===== src/fetchPredict_config.svh =====
`ifndef FETCH_PREDICT_CONFIG_SVH
`define FETCH_PREDICT_CONFIG_SVH

// Byte address width
`define ADDR_W 32

// One instruction word
`define INSN_W 32

// Next-line predictor size
`define NLP_ENTRIES 16

// First fetch address after reset
`define RESET_PC 32'h0000_1000

`endif


===== src/fetchPredictPkg.sv =====
`include "fetchPredict_config.svh"

package fetchPredictPkg;

    typedef logic [`ADDR_W-1:0] addrT;
    typedef logic [`INSN_W-1:0] insnT;

    // Upper bit set means taken
    typedef logic [1:0] bimStateT;

    typedef struct packed {
        logic     valid;
        addrT     pc;
        addrT     targetAddr;
        bimStateT bimState;
    } nlpEntryT;

    // Prediction for one fetch slot
    typedef struct packed {
        logic     valid;
        logic     taken;
        bimStateT bimState;
        addrT     target;
    } nlpInfoT;

    typedef struct packed {
        logic     valid;
        addrT     pc;
        addrT     target;
        bimStateT bimState;
        logic     shouldTake;
    } nlpUpdateT;

    // Aligned instruction pair plus its predictions
    typedef struct packed {
        addrT       pc;
        insnT       insn0;
        insnT       insn1;
        logic [1:0] slotValid;
        nlpInfoT    pred0;
        nlpInfoT    pred1;
    } fetchPacketT;

endpackage


===== src/fetchFrontend.sv =====
`timescale 1ns/10ps
`include "fetchPredict_config.svh"

module fetchFrontend (
    input  logic                            clk,
    input  logic                            rst,
    output logic                            wbCyc,
    output logic                            wbStb,
    output logic                            wbWe,
    output fetchPredictPkg::addrT           wbAdr,
    input  logic [2*`INSN_W-1:0]            wbDatI,
    input  logic                            wbAck,
    output fetchPredictPkg::fetchPacketT    fetchOut,
    output logic                            fetchValid,
    input  logic                            fetchReady,
    input  logic                            redirectValid,
    input  fetchPredictPkg::addrT           redirectPc,
    input  fetchPredictPkg::nlpUpdateT      backendUpdate
);
    import fetchPredictPkg::*;

    addrT        fetchPc;
    nlpInfoT     info0;
    nlpInfoT     info1;
    logic        reqValid;
    logic        reqReady;
    fetchPacketT pkt;
    logic        pktValid;
    logic        pktReady;
    nlpUpdateT   if3Update;
    logic        decodeRedirectValid;
    addrT        decodeRedirectPc;
    logic        flush;

    nlpTable nlpTable_i (
        .clk, .rst, .fetchPc, .info0, .info1, .if3Update, .backendUpdate
    );

    pcGen pcGen_i (
        .clk, .rst, .info0, .info1, .fetchPc, .reqValid, .reqReady,
        .redirectValid, .redirectPc, .decodeRedirectValid, .decodeRedirectPc
    );

    // Predictions ride along with the address of the same lookup
    imemFetch imemFetch_i (
        .clk, .rst, .reqValid, .reqReady, .reqPc(fetchPc),
        .reqPred0(info0), .reqPred1(info1),
        .wbCyc, .wbStb, .wbWe, .wbAdr, .wbDatI, .wbAck,
        .pkt, .pktValid, .pktReady, .flush
    );

    predecode predecode_i (
        .clk, .rst, .pkt, .pktValid, .pktReady, .fetchOut, .fetchValid, .fetchReady,
        .if3Update, .decodeRedirectValid, .decodeRedirectPc, .flush, .redirectValid
    );

endmodule


===== src/imemFetch.sv =====
`timescale 1ns/10ps
`include "fetchPredict_config.svh"

module imemFetch (
    input  logic                            clk,
    input  logic                            rst,
    input  logic                            reqValid,
    output logic                            reqReady,
    input  fetchPredictPkg::addrT           reqPc,
    input  fetchPredictPkg::nlpInfoT        reqPred0,
    input  fetchPredictPkg::nlpInfoT        reqPred1,
    output logic                            wbCyc,
    output logic                            wbStb,
    output logic                            wbWe,
    output fetchPredictPkg::addrT           wbAdr,
    input  logic [2*`INSN_W-1:0]            wbDatI,
    input  logic                            wbAck,
    output fetchPredictPkg::fetchPacketT    pkt,
    output logic                            pktValid,
    input  logic                            pktReady,
    input  logic                            flush
);
    import fetchPredictPkg::*;

    logic    busy;
    logic    dropData;
    addrT    pcQ;
    nlpInfoT pred0Q;
    nlpInfoT pred1Q;

    // No new access while a packet is stuck or a flush is in progress
    assign reqReady = !busy && (!pktValid || pktReady) && !flush;

    assign wbCyc = busy;
    assign wbStb = busy;
    assign wbWe  = 1'b0;
    assign wbAdr = {pcQ[`ADDR_W-1:3], 3'b000};

    always_ff @(posedge clk) begin
        if (rst) begin
            busy     <= 1'b0;
            dropData <= 1'b0;
            pktValid <= 1'b0;
        end else begin
            if (flush || (pktValid && pktReady)) begin
                pktValid <= 1'b0;
            end
            if (reqValid && reqReady) begin
                busy <= 1'b1;
            end else if (busy && wbAck) begin
                busy     <= 1'b0;
                dropData <= 1'b0;
                pktValid <= !(flush || dropData);
            end else if (busy && flush) begin
                // Let the bus cycle end but forget its data
                dropData <= 1'b1;
            end
        end
    end

    always_ff @(posedge clk) begin
        if (reqValid && reqReady) begin
            pcQ    <= reqPc;
            pred0Q <= reqPred0;
            pred1Q <= reqPred1;
        end
        if (busy && wbAck) begin
            pkt.pc           <= pcQ;
            pkt.insn0        <= wbDatI[`INSN_W-1:0];
            pkt.insn1        <= wbDatI[2*`INSN_W-1:`INSN_W];
            pkt.slotValid[0] <= !pcQ[2];
            pkt.slotValid[1] <= !(!pcQ[2] && pred0Q.valid && pred0Q.taken);
            pkt.pred0        <= pred0Q;
            pkt.pred1        <= pred1Q;
        end
    end

endmodule


===== src/nlpTable.sv =====
`timescale 1ns/10ps
`include "fetchPredict_config.svh"

module nlpTable (
    input  logic                        clk,
    input  logic                        rst,
    input  fetchPredictPkg::addrT       fetchPc,
    output fetchPredictPkg::nlpInfoT    info0,
    output fetchPredictPkg::nlpInfoT    info1,
    input  fetchPredictPkg::nlpUpdateT  if3Update,
    input  fetchPredictPkg::nlpUpdateT  backendUpdate
);
    import fetchPredictPkg::*;

    localparam int IDX_W = $clog2(`NLP_ENTRIES);

    nlpEntryT           entries [`NLP_ENTRIES];
    logic [IDX_W-1:0]   head;
    addrT               lookPc0;
    addrT               lookPc1;
    logic               if3Hit;
    logic [IDX_W-1:0]   if3Idx;
    logic               beHit;
    logic [IDX_W-1:0]   beIdx;
    logic               if3Miss;
    logic               beMiss;
    logic [IDX_W-1:0]   beSlot;

    function automatic nlpInfoT makeInfo(nlpEntryT e);
        nlpInfoT info;
        info.valid    = 1'b1;
        info.taken    = e.bimState[1];
        info.bimState = e.bimState;
        info.target   = e.targetAddr;
        return info;
    endfunction

    // Saturating 2-bit counter step
    function automatic bimStateT nextBim(bimStateT s, logic up);
        if (up) begin
            return (s == 2'b11) ? 2'b11 : s + 2'd1;
        end
        return (s == 2'b00) ? 2'b00 : s - 2'd1;
    endfunction

    assign lookPc0 = fetchPc & ~addrT'(3);
    assign lookPc1 = fetchPc | addrT'(4);

    // Descending scan so the lowest matching index wins
    always_comb begin
        info0  = '0;
        info1  = '0;
        if3Hit = 1'b0;
        if3Idx = '0;
        beHit  = 1'b0;
        beIdx  = '0;
        for (int i = `NLP_ENTRIES - 1; i >= 0; i--) begin
            if (entries[i].valid && entries[i].pc == lookPc0) begin
                info0 = makeInfo(entries[i]);
            end
            if (entries[i].valid && entries[i].pc == lookPc1) begin
                info1 = makeInfo(entries[i]);
            end
            if (entries[i].valid && entries[i].pc == if3Update.pc) begin
                if3Hit = 1'b1;
                if3Idx = IDX_W'(i);
            end
            if (entries[i].valid && entries[i].pc == backendUpdate.pc) begin
                beHit = 1'b1;
                beIdx = IDX_W'(i);
            end
        end
    end

    assign if3Miss = if3Update.valid && !if3Hit;
    assign beMiss  = backendUpdate.valid && !beHit;
    // Backend insert goes one past the if3 insert
    assign beSlot  = head + IDX_W'(if3Miss);

    always_ff @(posedge clk) begin
        if (rst) begin
            head <= '0;
            for (int i = 0; i < `NLP_ENTRIES; i++) begin
                entries[i].valid <= 1'b0;
            end
        end else begin
            if (if3Update.valid && if3Hit) begin
                entries[if3Idx].targetAddr <= if3Update.target;
                entries[if3Idx].bimState   <= nextBim(if3Update.bimState, if3Update.shouldTake);
            end else if (if3Miss) begin
                entries[head] <= '{valid: 1'b1, pc: if3Update.pc,
                                   targetAddr: if3Update.target, bimState: if3Update.bimState};
            end
            // Written last so the backend wins on a shared entry
            if (backendUpdate.valid && beHit) begin
                entries[beIdx].targetAddr <= backendUpdate.target;
                entries[beIdx].bimState   <= nextBim(backendUpdate.bimState,
                                                     backendUpdate.shouldTake);
            end else if (beMiss) begin
                entries[beSlot] <= '{valid: 1'b1, pc: backendUpdate.pc,
                                     targetAddr: backendUpdate.target,
                                     bimState: backendUpdate.bimState};
            end
            head <= head + IDX_W'(if3Miss) + IDX_W'(beMiss);
        end
    end

endmodule


===== src/pcGen.sv =====
`timescale 1ns/10ps
`include "fetchPredict_config.svh"

module pcGen (
    input  logic                        clk,
    input  logic                        rst,
    input  fetchPredictPkg::nlpInfoT    info0,
    input  fetchPredictPkg::nlpInfoT    info1,
    output fetchPredictPkg::addrT       fetchPc,
    output logic                        reqValid,
    input  logic                        reqReady,
    input  logic                        redirectValid,
    input  fetchPredictPkg::addrT       redirectPc,
    input  logic                        decodeRedirectValid,
    input  fetchPredictPkg::addrT       decodeRedirectPc
);
    import fetchPredictPkg::*;

    addrT seqPc;
    addrT predPc;

    assign seqPc = {fetchPc[`ADDR_W-1:3], 3'b000} + addrT'(8);

    // Slot 1 prediction only counts when slot 0 was fetched too
    always_comb begin
        if (info0.valid && info0.taken) begin
            predPc = info0.target;
        end else if (info1.valid && info1.taken && !fetchPc[2]) begin
            predPc = info1.target;
        end else begin
            predPc = seqPc;
        end
    end

    always_ff @(posedge clk) begin
        if (rst) begin
            fetchPc  <= `RESET_PC;
            reqValid <= 1'b0;
        end else begin
            reqValid <= 1'b1;
            if (redirectValid) begin
                fetchPc <= redirectPc;
            end else if (decodeRedirectValid) begin
                fetchPc <= decodeRedirectPc;
            end else if (reqValid && reqReady) begin
                fetchPc <= predPc;
            end
        end
    end

endmodule


===== src/predecode.sv =====
`timescale 1ns/10ps
`include "fetchPredict_config.svh"

module predecode (
    input  logic                            clk,
    input  logic                            rst,
    input  fetchPredictPkg::fetchPacketT    pkt,
    input  logic                            pktValid,
    output logic                            pktReady,
    output fetchPredictPkg::fetchPacketT    fetchOut,
    output logic                            fetchValid,
    input  logic                            fetchReady,
    output fetchPredictPkg::nlpUpdateT      if3Update,
    output logic                            decodeRedirectValid,
    output fetchPredictPkg::addrT           decodeRedirectPc,
    output logic                            flush,
    input  logic                            redirectValid
);
    import fetchPredictPkg::*;

    localparam logic [6:0] OPC_JAL = 7'b1101111;

    logic [1:0]  isJal;
    logic        jalSlot;
    addrT        jalPc;
    addrT        jalTarget;
    nlpInfoT     jalPred;
    logic        misfetch;
    fetchPacketT fixedPkt;

    function automatic addrT jImm(insnT i);
        return {{12{i[31]}}, i[19:12], i[20], i[30:21], 1'b0};
    endfunction

    assign pktReady = !fetchValid || fetchReady;

    assign isJal[0] = pkt.slotValid[0] && pkt.insn0[6:0] == OPC_JAL;
    assign isJal[1] = pkt.slotValid[1] && pkt.insn1[6:0] == OPC_JAL;
    // First JAL in program order
    assign jalSlot   = !isJal[0];
    assign jalPc     = {pkt.pc[`ADDR_W-1:3], jalSlot, 2'b00};
    assign jalPred   = jalSlot ? pkt.pred1 : pkt.pred0;
    assign jalTarget = jalPc + jImm(jalSlot ? pkt.insn1 : pkt.insn0);

    assign misfetch = pktValid && pktReady && !redirectValid && (|isJal)
                   && !(jalPred.valid && jalPred.taken && jalPred.target == jalTarget);

    always_comb begin
        fixedPkt = pkt;
        if (misfetch && !jalSlot) begin
            fixedPkt.slotValid[1] = 1'b0;
        end
    end

    assign if3Update = '{valid: misfetch, pc: jalPc, target: jalTarget,
                         bimState: 2'b01, shouldTake: 1'b1};
    assign decodeRedirectValid = misfetch;
    assign decodeRedirectPc    = jalTarget;
    assign flush               = misfetch || redirectValid;

    always_ff @(posedge clk) begin
        if (rst || redirectValid) begin
            fetchValid <= 1'b0;
        end else if (pktReady) begin
            fetchValid <= pktValid;
        end
    end

    always_ff @(posedge clk) begin
        if (pktValid && pktReady) begin
            fetchOut <= fixedPkt;
        end
    end

endmodule

===== config.mk =====
export PLATFORM = sky130hd
export DESIGN_NAME = fetchFrontend
export DESIGN_NICKNAME = d
export VERILOG_FILES = /design/src/fetchPredictPkg.sv /design/src/fetchFrontend.sv /design/src/imemFetch.sv /design/src/nlpTable.sv /design/src/pcGen.sv /design/src/predecode.sv
export VERILOG_INCLUDE_DIRS = /design/src
export SDC_FILE = /design/constraint.sdc
export NUM_CORES = 2
export LEC_CHECK = 0
export BUFFER_PORTS_ARGS = -buffer_cell sky130_fd_sc_hd__buf_2
export CORE_AREA = 2 2 398 557
export DETAILED_ROUTE_END_ITERATION = 16
export DIE_AREA = 0 0 400 559
export SKIP_CTS_REPAIR_TIMING = 1
export SLEW_MARGIN = 20
export SYNTH_ARGS = -nofsm -noshare
export SYNTH_HDL_FRONTEND = slang
export SYNTH_HIERARCHICAL = 1
export SYNTH_SLANG_ARGS = --single-unit

===== constraint.sdc =====
create_clock -name clk -period 21.8 [get_ports clk]
set_clock_uncertainty 0.05 [all_clocks]
set_input_delay 3.27 -clock clk [delete_from_list [all_inputs] [get_ports clk]]
set_output_delay 3.27 -clock clk [all_outputs]
set_load 0.05 [all_outputs]

==> impl_metrics.yaml <==
logic_synthesis:
  synth_commonest_cells: "edfxtp_1, xor2_1, nand2_1"
  synthArstFlopShare: 0
  synth-seq-area-share: 0.473
  ys_warn_count: 6
  synth.most_common_cell: "edfxtp_1"
  synth_edf_count: 1516
  avgSynthCellArea_um2: 10.8
  yosysTopAreaCellShare: 0.465
  synth_top_area_cell: "edfxtp_1"
  syn_inst: 9075
  synth_seq_cells: 1557
  synthesis.area_um2: 97900
  synth-main-ff-cell: "edfxtp_1"
  synth_area_leaders: "edfxtp_1, xor2_1, mux2_2"
  synth.distinct_cells: 115
detailed_routing:
  wl_per_cell_um: 39.6
  via_per_inst: 6.85
  num_vias: 82696
  drt_iter0_drc: 12813
  drc: 0
  ant_nets: 0
  wl_mm: 478
  first_pass_iters: 7
placement:
  portBuffers: 370
  gp_routability_congestion: 1.03
  dp.final_hpwl_mm: 319
clock_network:
  cts_tree: "done"
  cts_buffers: 178
  cts.sinks: 1557
  cts.htree.levels: 4
  clk_latency_ns: 0.91
  cts_root_buffer: "clkbuf_16"
  clk_pin_slew_ns: 0.06
  cts.path.max_buffers: 4
setup_path:
  worst_path_most_repeated_cell: "buf_4"
  cp-end-kind: "register"
  cpPeakStageDelay_ns: 1.05
  crit_fanout: 49
  cp_slowest_cell: "and2_2"
  critPathRequiredTime_ns: 22.24
  critPathLaunchType: "register"
  worstSetupPathType: "register to register"
  arrival_ns: 10.84
floorplanning:
  io_pins: 375
  die_area_um2: 224000
  rows: 203
  fp.dieH_um: 559
  die_w_um: 400
  core_area_um2: 218000
  start_util: 0.448
power_and_ir_drop:
  internal_power_uw: 5330
  switchingPower_uw: 1890
  comb_power_share: 0.103
  clkPwrFrac: 0.432
  switching_share: 0.262
  p_seq_frac: 0.465
  peakVddDrop_mv: 0.0605
  power_density_nw_per_um2: 66.7
  p_leak_uw: 0.0366
run_status:
  status: "completed"
timing:
  finalSetupViolCount: 0
  slew_headroom: 0.119
  fmax_mhz: 96.2
  period_share: 0.477
  min_period_ns: 10.40
  rsz0062_at_grt: "false"
  drv_slew: 0
  tightest_slew_ns: 1.31
  tns_ns: 0
  hold_viol_final: 0
global_routing:
  grt_usage: 0.415
  antenna_found_initial: 38
  grt_pass1_wl_mm: 645
  grt_max_degree: 132
  grt_overflow: 0
  grt_pass1_vias: 79183
layout:
  regArea_um2: 46400
  fin_util: 0.495
  nFillCells: 19769
  syn2layout_area_growth_pct: 10.5
  multi_input_area_um2: 47300
  nets: 9248
  layout-drive-gt1-share: 0.189
hold_path:
  hold_path.class: "register to register"
flow_run:
  cap_violations: 0
[per-stage QoR]
stage                     hold slack, ns  setup WS, ns  std cells  total power (µW)  area [µm²]
after floorplan                    0.350         11.89       9083              3810       97900
after global placement             0.350         11.73      11725              4110      102000
after detailed placement           0.355         11.65      11726              4120      102000
final                              0.361         11.40      12068              7220      108000
after CTS                          0.364         11.63      12043              7190      108000
after global routing               0.370         10.95      12053              7350      108000
[flip-flops by register name (all words and copies together) (netlist names), 4 cells and up]
name                  flops
imemFetch_i/pred0Q       36
imemFetch_i/pcQ          32
nlpTable_i/entries     1072
predecode_i/fetchOut    170
imemFetch_i/pkt         170
pcGen_i/fetchPc          32
imemFetch_i/pred1Q       36
nlpTable_i/head           4
[placed cells by master (no fill, tap or decap), types with 26 or more instances in the layout]
master	n
o21a_1	55
or4_1	44
dfxtp_2	30
a21oi_1	279
mux2_4	28
nor2_1	295
o22ai_1	81
and2_1	55
inv_1	199
o211ai_1	66
edfxtp_1	1516
nor3_1	106
a311oi_1	34
clkbuf_16	182
a221o_1	46
mux2i_1	136
buf_4	313
a31oi_1	66
xor2_1	1012
buf_2	368
nor4_1	337
o2111ai_1	36
or2_2	30
clkinv_1	28
mux2_2	488
clkbuf_1	34
and3_1	26
nand2_1	707
clkinv_2	26
o221ai_1	26
xnor2_1	559
nand3_1	235
nor2b_1	31
or3_1	40
ha_1	36
nand2b_1	44
o221a_2	29
o21ai_0	483
nand4_1	206
a22o_1	274
[cells by family after synthesis]
logic type	share of synthesized area
adder cells (fa/ha/maj)	0.00480
AND/OR/NAND/NOR	0.124
flip-flops	0.473
other	0.000115
multiplexers	0.0767
AO/OA/AOI/OAI	0.121
XOR/XNOR	0.146
buffers and inverters	0.0536
[routing by layer]
metal  vias up  GRT usage  wire length, µm  part of all wire
met3      2019      0.105            54400              0.11
met5         -          0              275           0.00058
met1     40792      0.479           159000              0.33
li1      33356          -                -                 -
met2      6492      0.636           211000              0.44
met4        37      0.365            53000              0.11
[area by class of cell]
type                       instances  area share
inverter                         206     0.00724
antenna                           19    0.000439
tap                             2870      0.0332
timing repair buffer             685      0.0394
clock inverter                    94     0.00978
sequential                      1557       0.429
clock buffer                     223      0.0442
multi-input combinational       6414       0.437
[power by group through the flow]
stage                     registers (µW)  clock network, µW  logic, µW
final                               3350               3120        745
after global routing                3350               3250        747
after CTS                           3350               3140        704
after detailed placement            3410                  0        701
after global placement              3410                  0        693
after floorplan                     3400                  0        416
[critical path, delay by kind of cell, from the launching register on]
kind | cells | cell delay [ns]
fa+ha+maj | 2 | 0.83
xor+xnor | 2 | 1.42
buf+inv | 4 | 1.57
simple gates | 11 | 3.36
compound gates | 7 | 2.33
flops | 1 | 0.40
[final timing paths]
path	cells past startpoint	startpoint	to	slack, ns
min	0	imemFetch_i/pred1Q[3]	imemFetch_i/pkt[3]	0.36
max	26	imemFetch_i/pkt[110]	nlpTable_i/entries[4][10]	11.40
max reg2reg	26	imemFetch_i/pkt[110]	nlpTable_i/entries[4][10]	11.40
min reg2reg	0	imemFetch_i/pred1Q[3]	imemFetch_i/pkt[3]	0.36
Power figures use the tool's default switching activity.
